File: src/hw/lsu_settings.svh
// --------------------
// Build settings of the memory stage
// Included by the package and by the data memory
// --------------------
`ifndef LSU_SETTINGS_SVH
`define LSU_SETTINGS_SVH

// Data and address width, fixed by the bus
`define LSU_XLEN 32

// Size of the data memory in bytes, any power of two
`define LSU_MEM_BYTES 1024

// Stall cycles per bus transaction, 1 or more
`define LSU_MEM_WAIT 2

`endif

File: src/hw/lsu_pkg.sv
// --------------------
// Types shared by the memory stage, the load store unit and the memory
// Import with lsu_pkg::* in the module header
// --------------------
`default_nettype none

`include "lsu_settings.svh"

package lsu_pkg;

    // --------------------
    // Plain vectors

    typedef logic [`LSU_XLEN-1:0]   xword_t;    // Data or address word
    typedef logic [`LSU_XLEN/8-1:0] strb_t;     // One bit per byte lane

    // --------------------
    // One memory instruction as seen by the stage

    typedef struct packed {
        xword_t addr;       // Byte address
        xword_t wdata;      // Store data, low bits used for narrow ops
        logic   load;       // Load instruction
        logic   store;      // Store instruction
        logic   byte_op;    // Byte width
        logic   half_op;    // Halfword width
        logic   word_op;    // Word width
        logic   signed_op;  // Sign extend narrow loads
    } lsu_req_t;

    // --------------------
    // Result of one instruction

    typedef struct packed {
        xword_t rdata;      // Extended load data
        logic   a_error;    // Misaligned address
        logic   b_error;    // Bus error
    } lsu_rsp_t;

endpackage

`default_nettype wire

File: src/hw/mem_stage.sv
// --------------------
// Memory stage controller
// Holds one instruction for the load store unit, retires it when
// the access is done and the result is not held, then reports it
// --------------------
`timescale 1ns/1ps
`default_nettype none

module mem_stage
    import lsu_pkg::*;
(
    input  logic     g_clk,
    input  logic     g_resetn,

    input  logic     req_valid,     // New instruction strobe
    input  lsu_req_t req,           // New instruction
    input  logic     result_hold,   // Back-pressure on retirement
    output logic     busy,          // Instruction in flight
    output logic     rsp_valid,     // One cycle result pulse
    output lsu_rsp_t rsp,           // Result, kept until next pulse

    output logic     lsu_valid,     // Instruction held
    output lsu_req_t lsu_req,       // Held instruction
    output logic     pipe_prog,     // Retire this cycle
    input  logic     lsu_ready,
    input  logic     lsu_a_error,
    input  logic     lsu_b_error,
    input  xword_t   lsu_rdata
);

    logic     held;
    logic     accept;
    logic     retire;
    lsu_req_t req_q;

    assign accept = req_valid && !held;     // Strobes while busy are dropped
    assign retire = held && (lsu_ready || lsu_a_error) && !result_hold;

    // --------------------
    // Control

    always_ff @(posedge g_clk) begin
        if (!g_resetn) begin
            held      <= 1'b0;
            rsp_valid <= 1'b0;
        end else begin
            rsp_valid <= retire;
            if (accept) begin
                held <= 1'b1;
            end else if (retire) begin
                held <= 1'b0;
            end
        end
    end

    // --------------------
    // Instruction and result registers

    always_ff @(posedge g_clk) begin
        if (accept) begin
            req_q <= req;
        end
        if (retire) begin
            rsp.rdata   <= lsu_rdata;
            rsp.a_error <= lsu_a_error;
            rsp.b_error <= lsu_b_error;
        end
    end

    assign busy      = held;
    assign lsu_valid = held;
    assign lsu_req   = req_q;
    assign pipe_prog = retire;

endmodule

`default_nettype wire

File: config.mk
export PLATFORM = sky130hd
export DESIGN_NAME = mem_stage
export DESIGN_NICKNAME = d
export VERILOG_FILES = /design/src/hw/lsu_pkg.sv /design/src/hw/mem_stage.sv
export VERILOG_INCLUDE_DIRS = /design/src /design/src/hw
export SDC_FILE = /design/constraint.sdc
export NUM_CORES = 1
export LEC_CHECK = 0
export ABC_AREA = 1
export BUFFER_PORTS_ARGS = -buffer_cell sky130_fd_sc_hd__buf_2
export CAP_MARGIN = 40
export CORE_MARGIN = 1
export CORE_UTILIZATION = 41
export CTS_CLUSTER_SIZE = 30
export DETAILED_ROUTE_END_ITERATION = 16
export HOLD_SLACK_MARGIN = 0.15
export MAX_ROUTING_LAYER = met4
export PLACE_DENSITY = 0.79
export SYNTH_ARGS = -nofsm -noshare
export SYNTH_HDL_FRONTEND = slang
export SYNTH_SLANG_ARGS = --single-unit
File: constraint.sdc
create_clock -name g_clk -period 4.6 [get_ports g_clk]
set_clock_uncertainty 0.1 [all_clocks]
set_input_delay 0.46 -clock g_clk [delete_from_list [all_inputs] [get_ports g_clk]]
set_output_delay 0.46 -clock g_clk [all_outputs]
set_load 0.01 [all_outputs]
==> results.toml <==
[floorplanning]
die_area_um2 = 8254
die_y_um = 90.85
start_util = 0.4211
num_rows = 32
die_w_um = 90.85
core-area_um2 = 7687
num_io_pins = 217

[cells_and_area]
drive_above_1_share = 0.6601
diodes = 0
n_fill_cell = 615
utilization = 0.6069
final_net_count = 461
final_cell_area_um2 = 4666
multi_input_area_um2 = 51.30
area_delta_synth_final_pct = 44.14
register_area_um2 = 3163

[min_path]
hold_path.class = "input pin to register"

[route]
routedWlPerCell_um = 13.95
met2WireLength_um = 3287
top_layer_used = "met4"
remaining_drc_errors = 0
drt-vias-per-instance = 4.271
postRouteAntennaNets = 0
vias = 1956
drtIter0Drc = 42
wl_met3_um = 635
routed_wl_um = 6389
wl_met1_um = 2404
dr.pass1.iters = 4

[run_status]
status = "finished, final reports clean"

[global_route]
grt_max_degree = 38
grt_antenna_before_repair = 0
grt_usage = 0.1551
grt_pass1_vias = 1965
grt_pass1_wl_um = 9135
grt-ovfl-total = 0

[critical_path]
worstSetupStartpoint = "busy"
critPathSlowestCell = "nor2_2"
arrival_ps = 1660
end_kind = "output port"
r2r_slack_ps = 2710
rr_worst_depth = 3
critPathKind = "register to output port"
cp.buffers_inverters = 1
worst_setup_path_start_kind = "register"
worstSetupEndpoint = "pipe_prog"
crit_family = "simple AND/OR/NAND/NOR gates"
crit-reg2reg-launch = "busy"
r2r-end = "rsp[19]"
required_ps = 4040
path_cells = "nand2_1 -> nor2_2 -> buf_2"
critical_path_peak_fanout = 14
cpPeakStageDelay_ps = 500
critical_path_depth = 3

[yosys]
synthesis.area_um2 = 3237
synthCells = 123
ys_warn_count = 0
synth_seq_area_share = 0.9772
synth_nets = 232
synthDistinctLibCells = 8
ys_ff_latch = 106
synth_area_per_cell_um2 = 26.32

[clocking]
clk_pin_slew_ps = 100
cts_resized = 0
cts_root_buf = "clkbuf_8"
hold_buffers = 0
numCtsBuffers = 9
htreeDepth = 3
ctsLongestPathBuffers = 2
clk_latency_ps = 340
cts.sinks = 106
post-cts-setup-buffers = 0
cts_tree = "yes"

[power_and_ir_drop]
peakVddDrop_v = 0.0001921
p_leak_nw = 2.005
pwr_density_cell_nw_per_um2 = 387.6

[sta]
slew_viol_final = 0
relSlewSlack = 0.5779
rsz0062_at_grt = "no"
fmax_mhz = 451.3
fin_crit_sh = 0.4817
fin_ws_ps = 2384
min_period_ps = 2216
finalSetupViolCount = 0
hold_viol_final = 0
worst_pin_slew_ps = 632.5
setup_tns_ps = 0

[placed_design]
dp_hpwl_um = 5002
pre_cts_ws_ps = 2563
gp_congestion = 0.7794
place_area_um2 = 4481
portBuffers = 216

[flow_run]
drv_cap = 0
-- through the flow --
step	cells	total power, mW	hold slack, ps
floorplan	123	1.205	458.9
global placement	442	1.294	500.4
detailed placement	443	1.301	502.3
CTS	458	1.827	163.9
global route	458	1.871	154.6
finish	458	1.809	181.3
-- power breakdown --
group          leakage (nW)  internal [mW]  switching, mW
logic                 0.922         0.0671         0.0788
clock network        0.0856          0.250          0.282
registers             0.997           1.12         0.0118
total                  2.00           1.44          0.373
-- area by class of cell --
class,instances,share of cell area
Sequential cell,106,0.6779
Timing Repair Buffer,219,0.2392
Clock buffer,11,0.02816
Tap cell,102,0.02735
Clock inverter,4,0.01153
Multi-Input combinational cell,10,0.01099
Inverter,6,0.004827
-- per-layer routing --
layer  GRT usage  vias up
li1            -      927
met1      0.1658      881
met2      0.2702      141
met3     0.04966        7
met4     0.05556        0
met5           -        -
-- cells in the final DEF, fill, tap and decap left out --
| cell | Yosys | layout |
|---|---|---|
| inv_1 | 6 | 6 |
| buf_2 | 0 | 216 |
| clkbuf_1 | 0 | 2 |
| nand2_1 | 3 | 3 |
| nor2_4 | 0 | 1 |
| clkinv_4 | 0 | 1 |
| clkinvlp_4 | 0 | 2 |
| buf_4 | 1 | 2 |
| nor2_2 | 2 | 2 |
| o21ai_0 | 1 | 1 |
| edfxtp_1 | 104 | 104 |
| nor2_1 | 4 | 3 |
| buf_12 | 0 | 1 |
| clkbuf_8 | 0 | 9 |
| dfxtp_1 | 2 | 2 |
| bufinv_16 | 0 | 1 |
-- Yosys cell counts --
master / n / share of area
edfxtp_1: 104 / 0.96
inv_1: 6 / 0.0070
nor2_1: 4 / 0.0046
nand2_1: 3 / 0.0035
dfxtp_1: 2 / 0.012
nor2_2: 2 / 0.0039
buf_4: 1 / 0.0023
o21ai_0: 1 / 0.0015
-- worst min-delay path by stage --
| stage | startpoint | endpoint | slack (ps) | cells after the start |
|---|---|---|---|---|
| after global routing | req[14] | lsu_req[14] | 150 | 1 |
| after global placement | busy | rsp_valid | 500 | 4 |
| final | lsu_rdata[15] | rsp[17] | 180 | 1 |
| after floorplan | req[0] | lsu_req[0] | 460 | 0 |
| after detailed placement | busy | rsp_valid | 500 | 4 |
| after CTS | req[19] | lsu_req[19] | 160 | 1 |
-- state kept, by name (all words and copies together), names as in the netlist --
| name | cells |
|---|---|
| rsp_valid | 1 |
| lsu_req | 70 |
| rsp | 34 |
| busy | 1 |
-- kinds of logic after synthesis --
| logic type | after synthesis | synth area share |
|---|---|---|
| AO/OA/AOI/OAI | 1 | 0.001545 |
| buffers and inverters | 7 | 0.009278 |
| flip-flops | 106 | 0.9772 |
| AND/OR/NAND/NOR | 9 | 0.01198 |
(Power assumes the default switching activity.)
