**config.mk**
```make
export PLATFORM = sky130hd
export DESIGN_NAME = load_store_unit
export DESIGN_NICKNAME = d
export VERILOG_FILES = /design/src/hw/lsu_pkg.sv /design/src/hw/load_store_unit.sv
export VERILOG_INCLUDE_DIRS = /design/src /design/src/hw
export SDC_FILE = /design/constraint.sdc
export NUM_CORES = 1
export LEC_CHECK = 0
export BUFFER_PORTS_ARGS = -buffer_cell sky130_fd_sc_hd__buf_2
export CORE_AREA = 2 2 83 85
export CTS_CLUSTER_SIZE = 24
export DETAILED_ROUTE_END_ITERATION = 8
export DIE_AREA = 0 0 85 87
export GPL_TIMING_DRIVEN = 0
export PLACE_DENSITY = 0.75
export SETUP_SLACK_MARGIN = 0.2
export SLEW_MARGIN = 20
export SYNTH_ARGS = -nofsm -noshare
export SYNTH_HDL_FRONTEND = slang
export SYNTH_SLANG_ARGS = --single-unit
```
**constraint.sdc**
```tcl
create_clock -name g_clk -period 1.15 [get_ports g_clk]
set_input_delay 0.115 -clock g_clk [delete_from_list [all_inputs] [get_ports g_clk]]
set_output_delay 0.115 -clock g_clk [all_outputs]
set_load 0.01 [all_outputs]
```
**src/hw/lsu_settings.svh**
```systemverilog
// --------------------
// Build settings of the memory stage
// Included by the package and by the data memory
// --------------------
`ifndef LSU_SETTINGS_SVH
`define LSU_SETTINGS_SVH

// Data and address width, fixed by the bus
`define LSU_XLEN 32

// Size of the data memory in bytes, any power of two
`define LSU_MEM_BYTES 1024

// Stall cycles per bus transaction, 1 or more
`define LSU_MEM_WAIT 2

`endif

```
**src/hw/lsu_pkg.sv**
```systemverilog
// --------------------
// Types shared by the memory stage, the load store unit and the memory
// Import with lsu_pkg::* in the module header
// --------------------
`default_nettype none

`include "lsu_settings.svh"

package lsu_pkg;

    // --------------------
    // Plain vectors

    typedef logic [`LSU_XLEN-1:0]   xword_t;    // Data or address word
    typedef logic [`LSU_XLEN/8-1:0] strb_t;     // One bit per byte lane

    // --------------------
    // One memory instruction as seen by the stage

    typedef struct packed {
        xword_t addr;       // Byte address
        xword_t wdata;      // Store data, low bits used for narrow ops
        logic   load;       // Load instruction
        logic   store;      // Store instruction
        logic   byte_op;    // Byte width
        logic   half_op;    // Halfword width
        logic   word_op;    // Word width
        logic   signed_op;  // Sign extend narrow loads
    } lsu_req_t;

    // --------------------
    // Result of one instruction

    typedef struct packed {
        xword_t rdata;      // Extended load data
        logic   a_error;    // Misaligned address
        logic   b_error;    // Bus error
    } lsu_rsp_t;

endpackage

`default_nettype wire

```
**src/hw/load_store_unit.sv**
```systemverilog
// --------------------
// Load store unit of the memory stage
// Maps byte, halfword and word accesses onto the aligned data bus,
// extends load data and flags misaligned addresses and bus errors
// --------------------
`timescale 1ns/1ps
`default_nettype none

module load_store_unit
    import lsu_pkg::*;
(
    input  logic     g_clk,
    input  logic     g_resetn,

    input  logic     lsu_valid,     // Instruction held by the stage
    input  lsu_req_t lsu_req,       // Held instruction fields
    input  logic     pipe_prog,     // Stage retires this cycle

    output logic     lsu_ready,     // Access complete
    output logic     lsu_a_error,   // Misaligned address
    output logic     lsu_b_error,   // Bus error
    output xword_t   lsu_rdata,     // Extended load data

    output logic     dmem_cen,      // Chip enable
    output logic     dmem_wen,      // Write enable
    output strb_t    dmem_strb,     // Byte write strobes
    output xword_t   dmem_addr,     // Word aligned address
    output xword_t   dmem_wdata,    // Lane placed store data
    input  logic     dmem_stall,    // Memory not done yet
    input  logic     dmem_error,    // Bus error on completion
    input  xword_t   dmem_rdata     // Read word
);

    logic       txn_done;
    logic       txn_err;
    logic       finished;
    logic       finished_nxt;
    logic       b_err_held;
    logic       b_err_held_nxt;
    logic [1:0] offset;
    xword_t     lane_data;
    logic       byte_sign;
    logic       half_sign;

    // --------------------
    // Completion tracking

    assign txn_done = dmem_cen && !dmem_stall;
    assign txn_err  = txn_done && dmem_error;

    // Done flag lives until the stage retires
    assign finished_nxt   = (finished || (lsu_valid && txn_done)) && !pipe_prog;
    assign b_err_held_nxt = (b_err_held || txn_err) && !pipe_prog;

    always_ff @(posedge g_clk) begin
        if (!g_resetn) begin
            finished   <= 1'b0;
            b_err_held <= 1'b0;
        end else begin
            finished   <= finished_nxt;
            b_err_held <= b_err_held_nxt;  // Error survives a held result
        end
    end

    assign lsu_ready   = txn_done || finished;
    assign lsu_b_error = txn_err || b_err_held;

    // --------------------
    // Alignment check

    assign offset = lsu_req.addr[1:0];

    assign lsu_a_error = (lsu_req.half_op && offset[0]) ||
                         (lsu_req.word_op && (offset != 2'b00));

    // --------------------
    // Bus request

    // No repeat access once done, none at all when misaligned
    assign dmem_cen  = lsu_valid && !finished && !lsu_a_error;
    assign dmem_wen  = lsu_req.store;
    assign dmem_addr = lsu_req.addr & ~xword_t'(3);

    // Narrow data is copied to every lane, strobes pick the right one
    always_comb begin
        if (lsu_req.byte_op) begin
            dmem_wdata = {4{lsu_req.wdata[7:0]}};
            dmem_strb  = strb_t'(4'b0001) << offset;
        end else if (lsu_req.half_op) begin
            dmem_wdata = {2{lsu_req.wdata[15:0]}};
            dmem_strb  = strb_t'(4'b0011) << {offset[1], 1'b0};
        end else begin
            dmem_wdata = lsu_req.wdata;
            dmem_strb  = '1;
        end
    end

    // --------------------
    // Load data

    assign lane_data = dmem_rdata >> {offset, 3'b000};  // Addressed lane to bit 0
    assign byte_sign = lsu_req.signed_op && lane_data[7];
    assign half_sign = lsu_req.signed_op && lane_data[15];

    always_comb begin
        if (!lsu_req.load) begin
            lsu_rdata = '0;
        end else if (lsu_req.byte_op) begin
            lsu_rdata = {{24{byte_sign}}, lane_data[7:0]};
        end else if (lsu_req.half_op) begin
            lsu_rdata = {{16{half_sign}}, lane_data[15:0]};
        end else begin
            lsu_rdata = dmem_rdata;
        end
    end

endmodule

`default_nettype wire

```
==> impl_metrics.csv, run 1 <==
group,metric,value,unit
status,status,"finished, violations left",
status,violations,"setup timing",
setup_path,arrival,1.30,ns
yosys,yosys.area.top_type_share,18.2,%
setup_path,worstPathRequired,1.03,ns
run,max_cap_viol_count,0,
setup_path,crit_path_end_kind,"output pin",
sta,fin_ws,-0.263,ns
power_and_ir_drop,vdd_drop_max,0.509,mV
sta,whs,0.151,ns
setup_path,critical_path_peak_fanout,10,
global_routing,met2_usage,41.8,%
yosys,async_flop_share,0,%
global_routing,grtUsageTotal,21.2,%
sta,fin_crit,1.41,ns
cells_and_area,synthToLayoutAreaGrowth,136,%
power_and_ir_drop,p_seq_share,3.4,%
cells_and_area,fin_nets,594,
routing,ant_nets,0,
setup_path,reg2reg_depth,3,
cts,cts_tree,"done",
cells_and_area,layout-drive-gt1-share,75.0,%
min_path,hold_depth,3,
yosys,ys_seq_elements,2,
min_path,min_to,"finished",
routing,num_vias,2758,
setup_path,path_buf_inv,3,
global_routing,grt_overflow,0,
setup_path,crit_cells,6,
yosys,yosys_warnings,0,
sta,grt_setup_unrepaired,"yes",
global_routing,busiest_layer,"met2",
routing,wl_per_cell,15.7,um
setup_path,worstPathCellList,"buf_12, mux2i_2, o2111a_2, buf_12, nor4_4, buf_2",
floorplanning,initial_core_util,25.8,%
yosys,synth_common_cells,"nand2_1 (45), buf_4 (41), o21ai_0 (25), nor2_1 (21)",
global_routing,grt_use_met3,3.22,%
power_and_ir_drop,switching_share,42.2,%
yosys,yosys.area.top_type,"buf_4",
cts,holdBufCountCts,0,
global_routing,use_met1,23.7,%
yosys,synthTopCellsByArea,"buf_4 (18%), nand2_1 (10%), and3b_1 (8.3%)",
floorplanning,die-height,87,um
power_and_ir_drop,clock_power_share,13.3,%
yosys,synth.most_common_cell,"nand2_1",
min_path,hp-start,"g_resetn",
routing,drt_iter0_drc,70,
floorplanning,ioPinCount,213,
cells_and_area,final_area,0.00399,sq mm
global_routing,grt_pass1_vias,2546,
setup_path,path_class,"in2out",
setup_path,rr_startpoint,"finished",
floorplanning,die_w,85,um
setup_path,crit_path_max_incr_delay,0.30,ns
routing,vias_per_cell,4.89,
setup_path,cp_top_family,"buffers and inverters",
global_routing,grt_max_degree,11,
yosys,synth-edff-count,0,
sta,maxSlewViolCount,0,
cells_and_area,nFillCells,582,
yosys,seq_area_frac_synth,2.37,%
setup_path,reg2reg_slack,0.33,ns
placed_design,portBuffers,178,
sta,setup_viol,44,
sta,period_share,123,%
sta,tns,-6.61,ns
placed_design,finalWeightedCongestion,0.822,
cts,cts_buffers,3,
floorplanning,coreArea,0.00657,sq mm
power_and_ir_drop,switching_power,0.000872,W
yosys,synth_cells,273,
power_and_ir_drop,p_comb_share,83.3,%
setup_path,cp_common_cell,"buf_12",
floorplanning,fp-row-count,30,
power_and_ir_drop,power.density,518,mW/mm^2
floorplanning,dieArea,0.00740,sq mm
sta,clock_skew,0.00416,ns
placed_design,dp_hpwl,6600,um
cells_and_area,diodes,0,
yosys,synthDistinctLibCells,33,
yosys,syn_area_per_cell,6.20,sq um
placed_design,place_area,0.00299,sq mm
sta,final-hold-violation-count,0,
sta,max_freq,0.708,GHz
power_and_ir_drop,intPower,0.00119,W
min_path,holdCritPathClass,"in2reg",
cts,cts_buffer_depth,2,
power_and_ir_drop,cellLeakagePower,2.10,nW
cts,h-tree-depth,1,
setup_path,slowest_stage,"o2111a_2",
yosys,ys.flop_type,"dfxtp_1",
yosys,synth_area,0.00169,sq mm
placed_design,dp.cells,532,
routing,drc,0,
cts,clock_latency,0.21,ns
cts,clock_sinks,2,
cells_and_area,final_cells,564,
cts,root_buffer,"clkbuf_8",
routing,wirelength,8840,um
global_routing,grt_pass1_wl,12700,um
global_routing,antenna_found_initial,0,
setup_path,reg2reg_to,"b_err_held",
routing,drtPass1Iterations,4,
setup_path,worstSetupStartpointType,"input port",
cts,clk_pin_slew,0.03,ns
==> state kept, by name, indices dropped and copies added, names as in the netlist <==
| register | count |
|---|---|
| b_err_held | 1 |
| finished | 1 |
==> cell families (layout without fill, tap and decap cells) <==
group	after synthesis	in the layout	synth area share, %
other	1	2	0.222
flip-flops	2	2	2.37
multiplexers	17	17	10.6
AO/OA/AOI/OAI	65	65	24.1
buffers and inverters	77	287	28.9
AND/OR/NAND/NOR	111	111	33.8
==> repair_timing <==
| action | 4_1_cts | 5_1_grt |
|---|---|---|
| gates cloned | 5 | 0 |
| setup buffers | 15 | 9 |
| setup endpoints to repair | 64 | 63 |
| resized for setup | 106 | 60 |
| pin swaps | 27 | 38 |
==> how the worst max path moves through the flow <==
stage / slack (ns) / startpoint / endpoint
floorplan: -0.11 / lsu_req[39] / lsu_rdata[21]
global placement: -0.42 / lsu_req[38] / lsu_rdata[13]
detailed placement: -0.48 / lsu_req[38] / lsu_rdata[13]
CTS: -0.27 / lsu_req[39] / lsu_rdata[28]
global route: -0.31 / lsu_req[39] / lsu_rdata[12]
finish: -0.26 / lsu_req[39] / lsu_rdata[30]
==> power by group through the flow <==
stage	clock network [W]	registers, W	logic (W)
after global routing	0.000292	0.0000712	0.00184
after global placement	0	0.0000728	0.00128
after CTS	0.000278	0.0000721	0.00159
final	0.000274	0.0000710	0.00172
after floorplan	0	0.0000728	0.000790
after detailed placement	0	0.0000730	0.00129
==> cells in the final DEF (no fill, tap or decap), types with 2 or more instances in the layout <==
master,n
buf_2,173
buf_4,51
nand2_1,30
and3b_1,16
nor4_4,15
o21ai_1,13
buf_12,12
inv_1,12
nor2_1,12
buf_6,12
o21ai_0,11
nand2_2,9
buf_8,8
mux2i_1,8
a22oi_2,7
o22ai_2,7
nand2_4,6
nor2_2,6
a211oi_2,6
a21oi_2,6
mux2_2,6
clkbuf_8,5
clkbuf_16,4
a21oi_1,4
clkbuf_2,3
nor2_4,3
nor2b_1,3
buf_16,3
or2_4,2
clkbuf_4,2
o21ai_4,2
a211oi_1,2
a41o_1,2
nor2b_4,2
conb_1,2
==> stage by stage <==
step	setup WS (ns)	total power (W)	util, %
6_report	-0.263	0.00207	60.7
4_1_cts	-0.274	0.00194	56.2
3_3_place_gp	-0.424	0.00135	45.5
3_5_place_dp	-0.481	0.00137	45.5
5_1_grt	-0.315	0.00220	60.7
2_1_floorplan	-0.111	0.000863	-
==> tightest hold or removal path: stages <==
cell	delay (ns)
buf_2	0.07
nand2b_1	0.06
nor2_1	0.07
==> metal layers <==
layer	share of wire [%]	wire (um)
met4	0.98	87
met5	0	0
met2	55	4900
met1	35	3130
met3	8.2	723
==> cell type report <==
cell class / count / area (sq um) / area share (%)
clock buffers: 3 / 41.3 / 1.04
well taps: 80 / 100 / 2.51
multi-input cells: 195 / 1740 / 43.5
plain buffers: 64 / 659 / 16.5
inverters: 13 / 48.8 / 1.22
repair buffers: 207 / 1360 / 34.1
flip-flops and latches: 2 / 43.8 / 1.10
Power figures use the tool's default switching activity.
==> run 2: changes to the inputs <==
--- a/config.mk
+++ b/config.mk
@@ -7,12 +7,13 @@
 export NUM_CORES = 1
 export LEC_CHECK = 0
 export BUFFER_PORTS_ARGS = -buffer_cell sky130_fd_sc_hd__buf_2
+export CAP_MARGIN = 0
 export CORE_AREA = 2 2 83 85
 export CTS_CLUSTER_SIZE = 24
 export DETAILED_ROUTE_END_ITERATION = 8
 export DIE_AREA = 0 0 85 87
 export GPL_TIMING_DRIVEN = 0
-export PLACE_DENSITY = 0.75
+export PLACE_DENSITY = 0.73
 export SETUP_SLACK_MARGIN = 0.2
 export SLEW_MARGIN = 20
 export SYNTH_ARGS = -nofsm -noshare
==> run 2 against run 1 <==
The flow still finishes with violations (setup timing). Register-to-register slack better by 0.04 ns. Wire length down 2.4%. Combinational power down 6%. First-iteration DRC count down 21%. Clock power down 1%. Worst setup slack worse by 0.026 ns. Fmax down 1.8%. Non-clock buffer count down 14. Power down 5.4%. Critical path depth unchanged. Via count down 0.58%. Sequential power up 2%. Critical endpoint is now lsu_rdata[12]. Largest cell class unchanged. Largest power group unchanged.
==> impl_metrics.csv, run 2 (synthesized netlist as in run 1, its figures left out) <==
group,metric,value,unit
cells_and_area,reg_top3,"b_err_held x1, finished x1",
routing,wirelength,8630,um
floorplanning,die_w,85,um
power_and_ir_drop,clock_power_share,13.8,%
placed_design,portBuffers,178,
routing,drt_iter0_drc,55,
min_path,min_to,"finished",
power_and_ir_drop,cellLeakagePower,1.99,nW
status,violations,"setup timing",
setup_path,critical_path_peak_fanout,8,
setup_path,reg2reg_to,"b_err_held",
floorplanning,initial_core_util,25.8,%
sta,grt_setup_unrepaired,"yes",
power_and_ir_drop,p_seq_share,3.7,%
setup_path,rr_startpoint,"finished",
routing,vias_per_cell,4.99,
cts,clock_latency,0.21,ns
cts,holdBufCountCts,0,
sta,final-hold-violation-count,0,
routing,drc,0,
min_path,holdCritPathClass,"in2reg",
cts,cts_buffers,3,
sta,period_share,125,%
status,status,"finished, violations left",
global_routing,grt_pass1_wl,12800,um
power_and_ir_drop,switching_share,42.5,%
power_and_ir_drop,switching_power,0.000832,W
floorplanning,coreArea,0.00657,sq mm
setup_path,crit_path_end_kind,"output pin",
run,max_cap_viol_count,0,
cells_and_area,layout-drive-gt1-share,73.2,%
sta,fin_ws,-0.289,ns
min_path,hold_depth,3,
sta,max_freq,0.695,GHz
setup_path,reg2reg_depth,3,
cts,cts_tree,"done",
global_routing,grt_pass1_vias,2535,
power_and_ir_drop,intPower,0.00112,W
cts,clock_sinks,2,
cells_and_area,synthToLayoutAreaGrowth,121,%
power_and_ir_drop,power.density,524,mW/mm^2
cells_and_area,final_cell_mix,"buf_2 (175), buf_4 (43), nand2_1 (30)",
global_routing,antenna_found_initial,0,
power_and_ir_drop,vdd_drop_max,0.465,mV
sta,maxSlewViolCount,0,
floorplanning,fp-row-count,30,
routing,wl_per_cell,15.7,um
global_routing,grt_overflow,0,
routing,num_vias,2742,
cells_and_area,diodes,0,
setup_path,worstSetupStartpointType,"input port",
cts,root_buffer,"clkbuf_8",
cells_and_area,nFillCells,604,
floorplanning,die-height,87,um
floorplanning,dieArea,0.00740,sq mm
cts,clk_pin_slew,0.03,ns
global_routing,grt_max_degree,11,
cells_and_area,fin_nets,580,
placed_design,dp.cells,532,
cells_and_area,final_cells,550,
sta,setup_viol,40,
sta,clock_skew,0.00161,ns
setup_path,path_class,"in2out",
setup_path,reg2reg_slack,0.37,ns
placed_design,finalWeightedCongestion,0.897,
placed_design,dp_hpwl,6610,um
setup_path,worstPathRequired,1.03,ns
floorplanning,ioPinCount,213,
cts,cts_buffer_depth,2,
global_routing,grtUsageTotal,21.2,%
sta,fin_crit,1.44,ns
min_path,hp-start,"g_resetn",
routing,ant_nets,0,
power_and_ir_drop,p_comb_share,82.5,%
cells_and_area,final_common_cell,"buf_2",
setup_path,arrival,1.32,ns
routing,drtPass1Iterations,4,
cells_and_area,final_core_util,56.8,%
cts,h-tree-depth,1,
-- run 2: worst max-delay path: stages --
cell	delay, ns
buf_12	0.11
mux2i_2	0.15
o221a_4	0.36
buf_16	0.17
a211oi_2	0.24
buf_2	0.18
-- run 2: cell type report --
class	instances	area, sq um	share of cell area (%)
inverters	13	48.8	1.31
clock buffers	3	41.3	1.11
flip-flops and latches	2	41.3	1.11
multi-input cells	195	1660	44.4
repair buffers	193	1220	32.7
plain buffers	64	623	16.7
well taps	80	100	2.68
-- run 2: power groups by stage --
stage | combinational (W) | sequential [W] | clock [W]
detailed placement | 0.00129 | 0.0000729 | 0
floorplan | 0.000790 | 0.0000728 | 0
CTS | 0.00156 | 0.0000723 | 0.000276
global placement | 0.00128 | 0.0000728 | 0
finish | 0.00161 | 0.0000723 | 0.000270
global route | 0.00172 | 0.0000725 | 0.000292
-- run 2: worst max-delay path by stage --
| stage | from | endpoint | cells after the start |
|---|---|---|---|
| after floorplan | lsu_req[39] | lsu_rdata[21] | 5 |
| after global placement | lsu_req[38] | lsu_rdata[12] | 6 |
| after detailed placement | lsu_req[38] | lsu_rdata[12] | 6 |
| after CTS | lsu_req[39] | lsu_rdata[19] | 6 |
| after global routing | lsu_req[39] | lsu_rdata[28] | 6 |
| final | lsu_req[39] | lsu_rdata[12] | 6 |
-- run 2: per-stage QoR --
| stage | setup slack, ns | power, W | instance area, sq um | hold WS (ns) | setup TNS [ns] |
|---|---|---|---|---|---|
| 6_report | -0.289 | 0.00196 | 3730 | 0.159 | -6.45 |
| 3_3_place_gp | -0.490 | 0.00135 | 2990 | 0.357 | -17.29 |
| 3_5_place_dp | -0.488 | 0.00137 | 2990 | 0.377 | -17.35 |
| 2_1_floorplan | -0.111 | 0.000863 | 2000 | 0.266 | -2.31 |
| 5_1_grt | -0.310 | 0.00209 | 3730 | 0.209 | -8.26 |
| 4_1_cts | -0.272 | 0.00190 | 3590 | 0.163 | -7.59 |
-- run 2: what timing repair did --
item / in CTS / in global routing
endpoints found under the setup margin: 65 / 64
cloned: 4 / 1
pin swaps: 26 / 15
resized for setup: 98 / 32
buffers inserted: 7 / 3
-- run 2: layer usage --
metal,vias up,global-route usage [%],wire length [um]
met5,-,0,0
met4,0,3.75,139
met3,14,3.79,776
met2,153,42.0,4690
met1,1260,23.7,3020
li1,1315,-,-
